--- src/cu_settings.svh ---
/*
 * Widths, unit ids and arbiter size for the compute unit control shell.
 * Included by the package and by any module that needs a raw width.
 */

`ifndef CU_SETTINGS_SVH
`define CU_SETTINGS_SVH

////////////////////////////////////////
// datapath widths
////////////////////////////////////////

`define CU_VERTEX_BITS 32
`define CU_EDGE_BITS 32
`define CU_ADDR_BITS 48
`define CU_TAG_BITS 16
`define CU_CONFIG_BITS 64

////////////////////////////////////////
// unit ids and arbitration
////////////////////////////////////////

`define CU_ID_BITS 4
`define CU_VERTEX_JOB_ID 4'd1
`define CU_ALGORITHM_ID 4'd2
`define CU_NUM_REQUESTERS 2

`endif

--- src/cu_pkg.sv ---
/*
 * Shared types for the compute unit control shell.
 * Modules import it inside their body and use scoped names in port lists.
 */

package cu_pkg;

`include "cu_settings.svh"

	// owner of a read command or a read response
	typedef enum logic [`CU_ID_BITS-1:0] {
		CU_ID_VERTEX_JOB = `CU_VERTEX_JOB_ID,
		CU_ID_ALGORITHM  = `CU_ALGORITHM_ID
	} cu_id_t;

	// side that won the last arbitration round
	typedef enum logic {
		ARB_OWNER_VERTEX_JOB = 1'b0,
		ARB_OWNER_ALGORITHM  = 1'b1
	} arb_owner_t;

	////////////////////////////////////////
	// counters
	////////////////////////////////////////

	typedef logic [`CU_VERTEX_BITS-1:0] vertex_count_t;
	typedef logic [`CU_EDGE_BITS-1:0] edge_count_t;

	////////////////////////////////////////
	// command, response and config payloads
	////////////////////////////////////////

	typedef logic [`CU_ADDR_BITS-1:0] read_addr_t;
	typedef logic [`CU_TAG_BITS-1:0] resp_tag_t;

	// config word on the way in, status word on the way out
	typedef logic [`CU_CONFIG_BITS-1:0] config_word_t;

endpackage

--- src/cu_completion_tracker.sv ---
/*
 * Completion tracking. Registers the engine counts, sums processed and
 * filtered vertices, compares the totals with the work descriptor and
 * raises cu_done with the return values.
 */

`timescale 1ns/1ps

module cu_completion_tracker (
	input  logic                  clock,
	input  logic                  rstn,
	input  logic                  run,
	input  cu_pkg::vertex_count_t vertices_done,
	input  cu_pkg::vertex_count_t vertices_filtered,
	input  cu_pkg::edge_count_t   edges_done,
	input  cu_pkg::vertex_count_t wed_num_vertices,
	input  cu_pkg::edge_count_t   wed_num_edges,
	output logic                  cu_done,
	output cu_pkg::vertex_count_t cu_return_vertices,
	output cu_pkg::edge_count_t   cu_return_edges
);

	import cu_pkg::*;

	// first stage holds the raw counts
	vertex_count_t vertices_done_q;
	vertex_count_t vertices_filtered_q;
	edge_count_t   edges_done_q;

	// second stage holds the totals
	vertex_count_t vertices_total;
	edge_count_t   edges_total;

	// third stage holds the compare result and return values
	logic          done_match;
	vertex_count_t return_vertices_q;
	edge_count_t   return_edges_q;

////////////////////////////////////////
// count pipeline
////////////////////////////////////////

	// every stage holds while the unit is not running
	always_ff @(posedge clock or negedge rstn) begin
		if (!rstn) begin
			vertices_done_q     <= '0;
			vertices_filtered_q <= '0;
			edges_done_q        <= '0;
			vertices_total      <= '0;
			edges_total         <= '0;
		end else if (run) begin
			vertices_done_q     <= vertices_done;
			vertices_filtered_q <= vertices_filtered;
			edges_done_q        <= edges_done;
			vertices_total      <= vertices_done_q + vertices_filtered_q;
			edges_total         <= edges_done_q;
		end
	end

////////////////////////////////////////
// done compare and outputs
////////////////////////////////////////

	always_ff @(posedge clock or negedge rstn) begin
		if (!rstn) begin
			done_match         <= 1'b0;
			return_vertices_q  <= '0;
			return_edges_q     <= '0;
			cu_done            <= 1'b0;
			cu_return_vertices <= '0;
			cu_return_edges    <= '0;
		end else if (run) begin
			done_match <= (vertices_total == wed_num_vertices) &&
				(edges_total == wed_num_edges);
			return_vertices_q  <= vertices_total;
			return_edges_q     <= edges_total;
			// done and its return values leave together
			cu_done            <= done_match;
			cu_return_vertices <= return_vertices_q;
			cu_return_edges    <= return_edges_q;
		end
	end

endmodule

--- src/cu_control.sv ---
/*
 * Control shell of the graph compute unit. Latches the enable, the config
 * word and the work descriptor, then runs response steering, read command
 * arbitration and completion tracking.
 */

`timescale 1ns/1ps

module cu_control (
	input  logic                  clock,
	input  logic                  rstn,
	input  logic                  enabled_in,
	input  cu_pkg::config_word_t  config_word,
	input  logic                  wed_valid,
	input  cu_pkg::vertex_count_t wed_num_vertices,
	input  cu_pkg::edge_count_t   wed_num_edges,
	input  logic                  resp_valid,
	input  cu_pkg::cu_id_t        resp_cu_id,
	input  cu_pkg::resp_tag_t     resp_tag,
	input  logic                  vj_cmd_valid,
	input  cu_pkg::read_addr_t    vj_cmd_addr,
	output logic                  vj_cmd_ready,
	input  logic                  alg_cmd_valid,
	input  cu_pkg::read_addr_t    alg_cmd_addr,
	output logic                  alg_cmd_ready,
	input  cu_pkg::vertex_count_t vertices_done,
	input  cu_pkg::vertex_count_t vertices_filtered,
	input  cu_pkg::edge_count_t   edges_done,
	input  logic                  read_cmd_ready,
	output logic                  read_cmd_valid,
	output cu_pkg::read_addr_t    read_cmd_addr,
	output cu_pkg::cu_id_t        read_cmd_cu_id,
	output logic                  vj_resp_valid,
	output cu_pkg::resp_tag_t     vj_resp_tag,
	output logic                  alg_resp_valid,
	output cu_pkg::resp_tag_t     alg_resp_tag,
	output logic                  cu_done,
	output cu_pkg::vertex_count_t cu_return_vertices,
	output cu_pkg::edge_count_t   cu_return_edges,
	output cu_pkg::config_word_t  cu_status
);

	import cu_pkg::*;

	logic          enabled;
	config_word_t  config_latched;
	logic          wed_valid_latched;
	vertex_count_t wed_vertices_latched;
	edge_count_t   wed_edges_latched;
	logic          cu_ready;
	logic          run;

////////////////////////////////////////
// enable, config and descriptor
////////////////////////////////////////

	// a zero config word means no update, the last nonzero one stays
	always_ff @(posedge clock or negedge rstn) begin
		if (!rstn) begin
			enabled           <= 1'b0;
			config_latched    <= '0;
			wed_valid_latched <= 1'b0;
			cu_status         <= '0;
			run               <= 1'b0;
		end else begin
			enabled <= enabled_in;
			run     <= cu_ready;
			if (enabled) begin
				if (|config_word)
					config_latched <= config_word;
				if (wed_valid)
					wed_valid_latched <= 1'b1;
				cu_status <= config_latched;
			end
		end
	end

	always_ff @(posedge clock) begin
		if (enabled && wed_valid) begin
			wed_vertices_latched <= wed_num_vertices;
			wed_edges_latched    <= wed_num_edges;
		end
	end

	assign cu_ready = (|config_latched) && wed_valid_latched;

////////////////////////////////////////
// sub-blocks
////////////////////////////////////////

	cu_response_router u_response_router (
		.clock(clock), .rstn(rstn), .enabled(enabled),
		.resp_valid(resp_valid), .resp_cu_id(resp_cu_id), .resp_tag(resp_tag),
		.vj_resp_valid(vj_resp_valid), .vj_resp_tag(vj_resp_tag),
		.alg_resp_valid(alg_resp_valid), .alg_resp_tag(alg_resp_tag)
	);

	cu_read_arbiter u_read_arbiter (
		.clock(clock), .rstn(rstn), .run(run),
		.vj_cmd_valid(vj_cmd_valid), .vj_cmd_addr(vj_cmd_addr),
		.alg_cmd_valid(alg_cmd_valid), .alg_cmd_addr(alg_cmd_addr),
		.read_cmd_ready(read_cmd_ready),
		.vj_cmd_ready(vj_cmd_ready), .alg_cmd_ready(alg_cmd_ready),
		.read_cmd_valid(read_cmd_valid), .read_cmd_addr(read_cmd_addr),
		.read_cmd_cu_id(read_cmd_cu_id)
	);

	cu_completion_tracker u_completion_tracker (
		.clock(clock), .rstn(rstn), .run(run),
		.vertices_done(vertices_done), .vertices_filtered(vertices_filtered),
		.edges_done(edges_done),
		.wed_num_vertices(wed_vertices_latched), .wed_num_edges(wed_edges_latched),
		.cu_done(cu_done), .cu_return_vertices(cu_return_vertices),
		.cu_return_edges(cu_return_edges)
	);

endmodule

--- src/cu_read_arbiter.sv ---
/*
 * Round-robin merge of the vertex job and algorithm read commands into one
 * registered output. A new command is taken only when the output slot is
 * free or drains in the same cycle.
 */

`timescale 1ns/1ps

`include "cu_settings.svh"

module cu_read_arbiter (
	input  logic               clock,
	input  logic               rstn,
	input  logic               run,
	input  logic               vj_cmd_valid,
	input  cu_pkg::read_addr_t vj_cmd_addr,
	input  logic               alg_cmd_valid,
	input  cu_pkg::read_addr_t alg_cmd_addr,
	input  logic               read_cmd_ready,
	output logic               vj_cmd_ready,
	output logic               alg_cmd_ready,
	output logic               read_cmd_valid,
	output cu_pkg::read_addr_t read_cmd_addr,
	output cu_pkg::cu_id_t     read_cmd_cu_id
);

	import cu_pkg::*;

	// request and grant bit positions
	localparam int REQ_VJ  = 0;
	localparam int REQ_ALG = 1;

	logic [`CU_NUM_REQUESTERS-1:0] request;
	logic [`CU_NUM_REQUESTERS-1:0] grant;
	arb_owner_t                    last_owner;
	logic                          slot_free;
	logic                          drain;

	assign request[REQ_VJ]  = vj_cmd_valid;
	assign request[REQ_ALG] = alg_cmd_valid;

	// slot is written when empty or when the memory side takes it now
	assign drain     = read_cmd_valid && read_cmd_ready;
	assign slot_free = run && (!read_cmd_valid || read_cmd_ready);

////////////////////////////////////////
// grant selection
////////////////////////////////////////

	// on a tie the side that lost last time goes first
	always_comb begin
		grant = '0;
		if (slot_free) begin
			if (request[REQ_VJ] &&
				(!request[REQ_ALG] || last_owner == ARB_OWNER_ALGORITHM))
				grant[REQ_VJ] = 1'b1;
			else if (request[REQ_ALG])
				grant[REQ_ALG] = 1'b1;
		end
	end

	assign vj_cmd_ready  = grant[REQ_VJ];
	assign alg_cmd_ready = grant[REQ_ALG];

////////////////////////////////////////
// output slot
////////////////////////////////////////

	// starts as if algorithm won last, so vertex job gets the first tie
	always_ff @(posedge clock or negedge rstn) begin
		if (!rstn) begin
			read_cmd_valid <= 1'b0;
			last_owner     <= ARB_OWNER_ALGORITHM;
		end else begin
			if (|grant) begin
				read_cmd_valid <= 1'b1;
				if (grant[REQ_VJ])
					last_owner <= ARB_OWNER_VERTEX_JOB;
				else
					last_owner <= ARB_OWNER_ALGORITHM;
			end else if (drain) begin
				read_cmd_valid <= 1'b0;
			end
		end
	end

	// payload holds while the slot waits on read_cmd_ready
	always_ff @(posedge clock) begin
		if (grant[REQ_VJ]) begin
			read_cmd_addr  <= vj_cmd_addr;
			read_cmd_cu_id <= CU_ID_VERTEX_JOB;
		end else if (grant[REQ_ALG]) begin
			read_cmd_addr  <= alg_cmd_addr;
			read_cmd_cu_id <= CU_ID_ALGORITHM;
		end
	end

endmodule

--- src/cu_response_router.sv ---
/*
 * Read response steering. Each response is latched, then sent to the vertex
 * job side or the algorithm side by its unit id, two cycles after it arrives.
 */

`timescale 1ns/1ps

module cu_response_router (
	input  logic              clock,
	input  logic              rstn,
	input  logic              enabled,
	input  logic              resp_valid,
	input  cu_pkg::cu_id_t    resp_cu_id,
	input  cu_pkg::resp_tag_t resp_tag,
	output logic              vj_resp_valid,
	output cu_pkg::resp_tag_t vj_resp_tag,
	output logic              alg_resp_valid,
	output cu_pkg::resp_tag_t alg_resp_tag
);

	import cu_pkg::*;

	// input latch stage
	logic      resp_valid_q;
	cu_id_t    resp_cu_id_q;
	resp_tag_t resp_tag_q;

////////////////////////////////////////
// input latch
////////////////////////////////////////

	always_ff @(posedge clock or negedge rstn) begin
		if (!rstn) begin
			resp_valid_q <= 1'b0;
		end else begin
			resp_valid_q <= enabled && resp_valid;
		end
	end

	always_ff @(posedge clock) begin
		resp_cu_id_q <= resp_cu_id;
		resp_tag_q   <= resp_tag;
	end

////////////////////////////////////////
// steering register
////////////////////////////////////////

	// vertex job id goes to the vertex side and every other id to the algorithm side
	always_ff @(posedge clock or negedge rstn) begin
		if (!rstn) begin
			vj_resp_valid  <= 1'b0;
			alg_resp_valid <= 1'b0;
		end else begin
			if (enabled && resp_valid_q) begin
				if (resp_cu_id_q == CU_ID_VERTEX_JOB) begin
					vj_resp_valid  <= 1'b1;
					alg_resp_valid <= 1'b0;
				end else begin
					vj_resp_valid  <= 1'b0;
					alg_resp_valid <= 1'b1;
				end
			end else begin
				vj_resp_valid  <= 1'b0;
				alg_resp_valid <= 1'b0;
			end
		end
	end

	// tag goes to both sides and the valid bits tell which one owns it
	always_ff @(posedge clock) begin
		vj_resp_tag  <= resp_tag_q;
		alg_resp_tag <= resp_tag_q;
	end

endmodule

--- config.mk ---
export PLATFORM = sky130hd
export DESIGN_NAME = cu_control
export DESIGN_NICKNAME = d
export VERILOG_FILES = /design/src/cu_pkg.sv /design/src/cu_completion_tracker.sv /design/src/cu_control.sv /design/src/cu_read_arbiter.sv /design/src/cu_response_router.sv
export VERILOG_INCLUDE_DIRS = /design/src
export SDC_FILE = /design/constraint.sdc
export NUM_CORES = 1
export LEC_CHECK = 0
export ABC_AREA = 1
export BUFFER_PORTS_ARGS = -buffer_cell sky130_fd_sc_hd__buf_4
export CAP_MARGIN = 20
export CORE_ASPECT_RATIO = 0.9
export CORE_MARGIN = 8
export CORE_UTILIZATION = 39
export DETAILED_ROUTE_END_ITERATION = 6
export PLACE_DENSITY_LB_ADDON = 0.25
export SYNTH_ARGS = -nofsm -noshare
export SYNTH_HDL_FRONTEND = slang
export SYNTH_SLANG_ARGS = --single-unit
--- constraint.sdc ---
create_clock -name clock -period 3.3 [get_ports clock]
set_input_delay 0.33 -clock clock [delete_from_list [all_inputs] [get_ports clock]]
set_output_delay 0.33 -clock clock [all_outputs]
set_load 0.005 [all_outputs]
==> results of run 1 <==
## cell usage after synthesis, drive strengths merged
library cell,number
nand2,1323
dfrtp,425
inv,206
o21ai,149
nand3,118
edfxtp,112
nor2,87
buf,73
clkbuf,53
dfxtp,38
ha,31
xnor2,31
a21oi,25
nor4,24
nand4,17
xor2,16
nor3,9
o22ai,7
nand3b,6
o21bai,3
or2,3
a211oi,1
a21o,1
and2,1
conb,1
dfstp,1
fa,1
nor4b,1
## path summary, 6_finish.rpt
path                                                 startpoint                                    end  slack [ps]  depth (start not counted)
worst max-delay path                  u_read_arbiter.last_owner                           vj_cmd_ready         850                          6
min in group asynchronous                                  rstn  u_completion_tracker.edges_done_q[31]         370                          2
worst min register to register  u_response_router.resp_tag_q[2]       u_response_router.vj_resp_tag[2]         330                          0
max in group asynchronous                                  rstn                          cu_status[13]        1980                          3
worst max register to register        u_read_arbiter.last_owner       u_read_arbiter.read_cmd_addr[44]        1060                          8
worst min-delay path                               vj_cmd_valid              u_read_arbiter.last_owner          60                          4
## flip-flops by register name (all words and copies together) (netlist names), 2 cells and up
register and flops:
wed_vertices_latched 32, u_completion_tracker.vertices_total 32, config_latched 64, u_response_router.resp_tag_q 16
u_completion_tracker.cu_return_vertices 32, u_completion_tracker.cu_return_edges 32, u_completion_tracker.vertices_filtered_q 32, u_completion_tracker.vertices_done_q 32
u_response_router.vj_resp_tag 16, wed_edges_latched 32, u_response_router.resp_cu_id_q 4, cu_status 64
u_read_arbiter.read_cmd_cu_id 2, u_read_arbiter.read_cmd_addr 48, u_completion_tracker.edges_total 32, u_completion_tracker.edges_done_q 32
u_completion_tracker.return_vertices_q 32, u_completion_tracker.return_edges_q 32
## worst max-delay path, delay by kind of cell, from the launching register on
kind | cells | cell delay (ps)
buffers and inverters | 3 | 700
DFF | 1 | 530
and+or+nand+nor | 3 | 260
## power breakdown
| group | leakage, nW | internal, W | switching [W] |
|---|---|---|---|
| Clock | 0.976 | 0.00384 | 0.00282 |
| Combinational | 10.0 | 0.00140 | 0.00139 |
| Sequential | 6.44 | 0.00795 | 0.000407 |
| Total | 17.4 | 0.0132 | 0.00462 |
## logic make-up after synthesis
group | Yosys count | synth area share (%)
AO/OA/AOI/OAI | 186 | 3.92
other | 1 | 0.0154
buffers and inverters | 332 | 5.98
AND/OR/NAND/NOR | 1589 | 25.9
flip-flops | 576 | 60.8
adder cells (fa/ha/maj) | 32 | 1.68
XOR/XNOR | 47 | 1.69
## stage by stage
stage | cells | hold WS (ps) | cell area [sq um] | util (%)
2_1_floorplan | 2764 | 34.4 | 24300 | -
3_3_place_gp | 4068 | 310 | 29200 | 47.0
3_5_place_dp | 4068 | 312 | 29200 | 47.0
4_1_cts | 4513 | 0.331 | 34500 | 55.5
5_1_grt | 4519 | 25.7 | 34500 | 55.5
6_report | 4521 | 61.5 | 34500 | 55.5
## layer usage
layer	GRT usage (%)	wire, um	vias to the layer above
met2	33.6	34400	618
met5	0	20	-
met1	27.4	32600	9729
met4	9.16	3370	4
met3	4.95	5210	184
li1	-	-	10373
## cell type report
cell class              instances  area share [%]
repair buffers                918            22.7
clock buffers                  90            5.09
inverters                     206            2.26
diodes                          8          0.0580
clock inverters                22           0.576
flip-flops and latches        576            42.9
multi-input cells            1856            23.4
well taps                     845            3.06
## cell usage in the layout, fill, tap and decap left out, types with 17 or more instances in the layout
| cell type | instances |
|---|---|
| nand2_1 | 1320 |
| buf_4 | 576 |
| dfrtp_1 | 423 |
| dlygate4sd3_1 | 333 |
| inv_1 | 202 |
| o21ai_0 | 149 |
| nand3_1 | 114 |
| edfxtp_1 | 112 |
| nor2_1 | 86 |
| clkbuf_16 | 61 |
| dfxtp_1 | 38 |
| xnor2_1 | 31 |
| ha_1 | 31 |
| a21oi_1 | 25 |
| nor4_1 | 24 |
| nand4_1 | 17 |
| clkbuf_1 | 17 |
## what timing repair did
item	4_1_cts	5_1_grt
hold endpoints to repair	363	0
buffers inserted	0	0
hold buffers	333	0
gates resized for setup	0	0
==> out/qor.txt, run 1 <==
Status = completed
Signed area change from the synthesized netlist to the final layout = 42.0%
Vias in the first global route = 21,305
Standard cell with the maximum stage delay on the critical path = dfstp_2
Unrepaired setup endpoints after global routing = no
Crit path time final = 2450 ps
Cell types with the largest area share after synthesis = dfrtp_1, nand2_1, edfxtp_1
Effective utilization at floorplan = 39.1%
Die boundary height = 253 um
Die X-Extent = 279 um
Path class of the lowest-slack min-delay path = input port to flip-flop
NumNets Final = 3,997
Number of top-level pins = 566
Final routed DRC violation total = 0
Clk sinks = 576
Total via count in the routed design = 20,908
TritonCTS Buffers = 59
Share of Yosys cell area claimed by the top area cell type = 43.8%
Leading area contributor after synthesis = dfrtp_1
Post-DRT Antenna Nets = 0
Count of input and output buffers = 563
Cell area after synthesis = 0.0243 sq mm
Leak Pwr = 17.4 nW
Cells along the critical path = inv_1 -> nand2_1 -> nand2_1 -> nor2_4 -> buf_4 -> buf_4
Wire length of the first global-routing pass = 119 mm
Accumulated negative setup slack = 0 ps
Area of the multi-input gates = 0.00808 sq mm
Worst-Skew Late Latency = 610 ps
Upper clock frequency limit = 408 MHz
Post-Syn Instances = 2,763
GR Util All Layers = 21.1%
Core area = 0.0622 sq mm
Final clock skew = 13.6 ps
Worst path setup slack after routing = 848 ps
Vias per Instance = 4.62
Remaining max-slew budget at the tightest pin = 40.5%
Cell Pwr Density = 516 mW/mm^2
Setup slack at placement = 1070 ps
Number of distinct library cell variants in the gate-level netlist after synthesis = 35
Max Cap Violations = 0
VDD IR-drop max = 0.000391 V
Root buf cell = clkbuf_16
Final Slew Violations = 0
Worst-margin pin slew = 893 ps
Overall power consumption = 0.0178 W
Critical Path Fanout Max = 50
Share of post-route cells with drive strength above 1 = 19.0%
Worst Setup End Kind = output port
Antenna violations before repair = 8
Overall overflow remaining after global route = 0
Synthesized area divided by synthesized cell count = 8.80 sq um
Number of synthesized register bits = 576
Type of element launching the critical path = flip-flop
FF+latch area = 0.0148 sq mm
Tcrit/Tclk final = 74.3%
WL per Instance = 16.7 um
1st-iter DRT viols = 1,279
Kind of critical path = flip-flop to output port
Largest net degree at the start of global routing = 189
Largest buffer count on any clock path = 3
Fraction of the yosys area taken by sequential cells = 60.8%
Worst stage delay on the critical path = 530 ps
Die footprint = 0.0706 sq mm
First-pass DRT Iterations = 6
Final count of hold timing violations = 0
H-tree depth reported by CTS = 2
Final-report setup violation count = 0
Total Wirelength = 75.6 mm
Std-Cell Rows = 87
Worst endpoint data arrival time = 2120 ps
Clock tree from TritonCTS = done
Dpl hpwl = 52.7 mm
Required arrival time at the worst endpoint = 2970 ps
Fill cell total of the finished layout = 5,541
CTS clock-pin slew for the worst setup and hold paths = 60 ps
Synthesis warning total = 0
Routability congestion estimate = 0.865
Note: power is estimated with default switching activity, not from simulation.
==> run 2, diff against run 1 <==
Clock period 3.3 ns to 2.3 ns, I/O delays scaled along.
==> out/qor.txt, run 2 (same netlist as run 1, synthesis figures left out) <==
Status = completed
Total via count in the routed design = 20,998
Setup repair bufs after CTS = 0
CTS clock-pin slew for the worst setup and hold paths = 60 ps
Final count of hold timing violations = 0
Final Slew Violations = 0
Cells along the critical path = inv_1 -> nand2_1 -> nand2_1 -> nor2_4 -> inv_2 -> buf_12 -> nand2_1 -> nand2_1 -> dlygate4sd3_1
NumNets Final = 4,023
Leak Pwr = 17.6 nW
GR Util All Layers = 20.9%
Most common cell after layout, fill and taps aside = nand2_1
Final clock skew = 37.5 ps
TritonCTS Buffers = 60
Signed area change from the synthesized netlist to the final layout = 43.9%
First-pass DRT Iterations = 5
Largest buffer count on any clock path = 3
Dpl hpwl = 52.2 mm
1st-iter DRT viols = 1,387
Critical Path Fanout Max = 49
Core area = 0.0622 sq mm
Number of top-level pins = 566
Tcrit/Tclk final = 95.2%
Final-report setup violation count = 0
Most used cells in the layout excluding fill and tap cells = nand2_1, buf_4, dfrtp_1
Largest net degree at the start of global routing = 178
Total Wirelength = 75.5 mm
Unrepaired setup endpoints after global routing = no
Remaining max-slew budget at the tightest pin = 45.7%
Kind of critical path = flip-flop to flip-flop
VDD IR-drop max = 0.000555 V
Cell Pwr Density = 749 mW/mm^2
Worst stage delay on the critical path = 590 ps
Type of element launching the critical path = flip-flop
Upper clock frequency limit = 457 MHz
Registers with the most flip-flops = config_latched (64), cu_status (64), u_read_arbiter.read_cmd_addr (48)
Worst-Skew Late Latency = 640 ps
Path class of the lowest-slack min-delay path = input port to flip-flop
Required arrival time at the worst endpoint = 2650 ps
Top cell by count, worst path = nand2_1
Routability congestion estimate = 0.873
Vias in the first global route = 21,418
Instance count after placement with tap cells included = 4,079
Wire length of the first global-routing pass = 119 mm
Crit path time final = 2190 ps
Final routed DRC violation total = 0
Die footprint = 0.0706 sq mm
WL per Instance = 16.6 um
Accumulated negative setup slack = 0 ps
Count of input and output buffers = 563
Final std cells w/o fill = 4,544
Die boundary height = 253 um
Worst-margin pin slew = 815 ps
Worst-case reg-to-reg path depth = 9
Fill cell total of the finished layout = 5,416
Worst hold path depth = 4
Clk sinks = 576
H-tree depth reported by CTS = 2
Max Cap Violations = 0
Die X-Extent = 279 um
Vias per Instance = 4.62
Share of post-route cells with drive strength above 1 = 19.3%
Antenna violations before repair = 5
Worst endpoint data arrival time = 2540 ps
Post-DRT Antenna Nets = 0
Root buf cell = clkbuf_16
Effective utilization at floorplan = 39.1%
Worst Setup End Kind = flip-flop
Standard cell with the maximum stage delay on the critical path = dlygate4sd3_1
Std-Cell Rows = 87
Clock tree from TritonCTS = done
Overall overflow remaining after global route = 0
## run 2: final timing paths
path	start	endpoint	slack, ps
max	u_read_arbiter.last_owner	u_read_arbiter.read_cmd_addr[17]	110
min	alg_cmd_valid	u_read_arbiter.read_cmd_cu_id[0]	60
max reg2reg	u_read_arbiter.last_owner	u_read_arbiter.read_cmd_addr[17]	110
min reg2reg	u_response_router.resp_tag_q[4]	u_response_router.vj_resp_tag[4]	330
max in group asynchronous	rstn	u_completion_tracker.vertices_total[2]	1360
min in group asynchronous	rstn	u_completion_tracker.cu_return_edges[20]	90
## run 2: layer usage
layer  up-vias  track usage, %  routed length, um
met5         -               0                 26
met4         4            8.09               3100
met3       165            4.40               4870
met2       596            33.7              34600
met1      9821            27.7              32900
li1      10412               -                  -
## run 2: critical path: cells and delay by family (launching register included)
| kind | cells | cell delay (ps) |
|---|---|---|
| simple gates | 5 | 480 |
| buf+inv | 4 | 890 |
| flops | 1 | 520 |
## run 2: area by class of cell
type | instances | area [sq um] | area share [%]
well taps | 845 | 1060 | 3.02
inverters | 206 | 785 | 2.24
flip-flops and latches | 576 | 14800 | 42.3
multi-input cells | 1856 | 8090 | 23.1
clock buffers | 82 | 1720 | 4.90
diodes | 4 | 10.0 | 0.0286
repair buffers | 943 | 8140 | 23.3
clock inverters | 32 | 392 | 1.12
## run 2: what timing repair did
action | in CTS | in global routing
pin swaps | 0 | 0
hold endpoints to repair | 589 | 0
resized for setup | 2 | 1
endpoints found under the setup margin | 2 | 1
hold buffers | 347 | 0
## run 2: power breakdown
part | leakage, nW | switching, W | internal, W
sequential | 6.44 | 0.000570 | 0.0114
combinational | 10.2 | 0.00201 | 0.00207
clock | 1.03 | 0.00421 | 0.00593
total | 17.6 | 0.00680 | 0.0194
## run 2: per-stage QoR
stage	hold slack [ps]	total power [W]	setup slack (ps)	cell area, sq um	util (%)
final	56.0	0.0262	110	35000	56.3
after global routing	56.5	0.0275	0.613	35000	56.3
after CTS	13.8	0.0265	27.6	35000	56.2
after detailed placement	185	0.0157	273	29400	47.3
after global placement	187	0.0156	306	29400	47.3
after floorplan	-65.6	0.0135	0.595	24300	-
==> run 3, diff against run 2 <==
Settings changed: RECOVER_POWER from default to 100.
==> out/qor.txt, run 3 (same netlist as run 1, synthesis figures left out) <==
Final Slew Violations = 45
Path class of the lowest-slack min-delay path = input port to flip-flop
Proportion of power drawn by flip-flops and latches = 45.9%
Most common cell after layout, fill and taps aside = nand2_1
Worst-case reg-to-reg path depth = 9
Count of input and output buffers = 563
Routability congestion estimate = 0.873
FF+latch area = 0.0148 sq mm
Worst-margin pin slew = 1510 ps
Accumulated negative setup slack = 0 ps
Registers with the most flip-flops = config_latched (64), cu_status (64), u_read_arbiter.read_cmd_addr (48)
CTS clock-pin slew for the worst setup and hold paths = 60 ps
Share of post-route cells with drive strength above 1 = 17.1%
Setup slack at placement = 273 ps
Violated checks = capacitance limit, slew limit
Core area = 0.0622 sq mm
Worst-Skew Late Latency = 640 ps
Leak Pwr = 17.3 nW
Dpl hpwl = 52.2 mm
Final std cells w/o fill = 4,543
Final count of hold timing violations = 0
Clk sinks = 576
Tcrit/Tclk final = 95.0%
Vias per Instance = 4.63
R2r startpoint = u_read_arbiter.last_owner
Worst stage delay on the critical path = 590 ps
Setup repair bufs after CTS = 0
Clock tree from TritonCTS = done
Wire length of the first global-routing pass = 119 mm
Worst path setup slack after routing = 115 ps
Fill cell total of the finished layout = 5,522
Largest net degree at the start of global routing = 178
Final clock skew = 35.1 ps
Clock network fraction of design power = 38.9%
Critical Path Fanout Max = 49
First-pass DRT Iterations = 6
Crit path time final = 2190 ps
WL per Instance = 16.6 um
Post-DRT Antenna Nets = 0
Worst Path Buf+Inv = 4
Vias in the first global route = 21,418
Die footprint = 0.0706 sq mm
Source of the worst hold timing path = alg_cmd_valid
Worst hold path depth = 4
Std-Cell Rows = 87
Worst Hold Path EP = u_read_arbiter.read_cmd_cu_id[0]
Area of the multi-input gates = 0.00808 sq mm
Kind of critical path = flip-flop to flip-flop
NumNets Final = 4,023
Die X-Extent = 279 um
Remaining max-slew budget at the tightest pin = -0.867%
Overall overflow remaining after global route = 0
Reg-to-Reg End = u_read_arbiter.read_cmd_addr[17]
Total via count in the routed design = 21,026
Instance count after placement with tap cells included = 4,079
Internal power contribution = 0.0193 W
Final-report setup violation count = 0
Upper clock frequency limit = 458 MHz
H-tree depth reported by CTS = 2
TritonCTS Buffers = 60
Die boundary height = 253 um
Path length in cells of the critical path = 9
Number of top-level pins = 566
Required arrival time at the worst endpoint = 2640 ps
Signed area change from the synthesized netlist to the final layout = 42.3%
Cell Pwr Density = 753 mW/mm^2
Slack of the worst reg-to-reg path = 110 ps
1st-iter DRT viols = 1,456
GR Util All Layers = 20.9%
Root buf cell = clkbuf_16
Status = finished, violations left
Worst endpoint data arrival time = 2530 ps
Switching power = 0.00678 W
VDD IR-drop max = 0.000552 V
Top cell by count, worst path = nand2_1
Standard cell with the maximum stage delay on the critical path = dlygate4sd3_1
Max Cap Violations = 1
Top Family by Delay on Critical Path = buffers and inverters
Unrepaired setup endpoints after global routing = no
Final routed DRC violation total = 0
Effective utilization at floorplan = 39.1%
Fraction of power spent switching nets = 26.0%
Most used cells in the layout excluding fill and tap cells = nand2_1, dfrtp_1, buf_4
Combinational fraction of design power = 15.1%
Type of element launching the critical path = flip-flop
Total Wirelength = 75.3 mm
Worst Setup End Kind = flip-flop
Antenna violations before repair = 4
Cells along the critical path = inv_1 -> nand2_1 -> nand2_1 -> nor2_4 -> inv_2 -> buf_12 -> nand2_1 -> nand2_1 -> dlygate4sd3_1
Largest buffer count on any clock path = 3
run 3: cell types whose count changed in the layout (fill, tap and decap cells not counted), moves of 3 or more:
cell / before / now
buf_12: 14 / 11
buf_4: 580 / 360
clkbuf_4: 0 / 134
clkbuf_1: 10 / 91
clkbuf_2: 0 / 8
run 3: how the worst max path moves through the flow:
stage                                                     start                                 endpoint  slack, ps
finish                                u_read_arbiter.last_owner         u_read_arbiter.read_cmd_addr[17]        110
global route                                    config_word[60]                       config_latched[26]          2
CTS                                   u_read_arbiter.last_owner                             vj_cmd_ready         30
detailed placement  u_completion_tracker.vertices_filtered_q[0]  u_completion_tracker.vertices_total[28]        270
global placement    u_completion_tracker.vertices_filtered_q[0]  u_completion_tracker.vertices_total[28]        310
floorplan                                               enabled                     wed_edges_latched[0]        0.6
run 3: power by group through the flow:
stage	registers, W	clock network, W	logic (W)
floorplan	0.0121	0	0.00149
global placement	0.0121	0	0.00347
detailed placement	0.0122	0	0.00350
CTS	0.0120	0.0104	0.00410
global route	0.0121	0.0108	0.00439
finish	0.0120	0.0101	0.00394
run 3: layout make-up:
type / instances / share of cell area [%]
diodes: 3 / 0.0217
repair buffers: 943 / 22.5
flip-flops and latches: 576 / 42.7
multi-input cells: 1856 / 23.4
clock buffers: 82 / 4.96
well taps: 845 / 3.06
clock inverters: 32 / 1.13
inverters: 206 / 2.27
run 3: layer usage:
layer  vias up  wire length [um]  global-route usage [%]
met3       153              4970                    4.40
met2       604             34600                    33.7
met4         2              2950                    8.09
met1      9850             32700                    27.7
met5         -                14                       0
li1      10417                 -                       -
run 3: repair_timing:
item	CTS	global route
setup endpoints to repair	2	1
gates resized for setup	2	1
hold buffers	347	0
hold endpoints to repair	589	0
run 3: worst min-delay path, cell delays in order:
cell     delay [ps]
buf_4            90
nand3_1         140
nand2_1         100
nand2_1          40
run 3: per-stage QoR:
stage	hold slack, ps	utilization [%]	total power [W]	cell area (sq um)
2_1_floorplan	-65.6	-	0.0135	24300
3_3_place_gp	187	47.3	0.0156	29400
3_5_place_dp	185	47.3	0.0157	29400
4_1_cts	13.8	56.2	0.0265	35000
5_1_grt	36.3	55.7	0.0273	34600
6_report	40.5	55.7	0.0261	34600
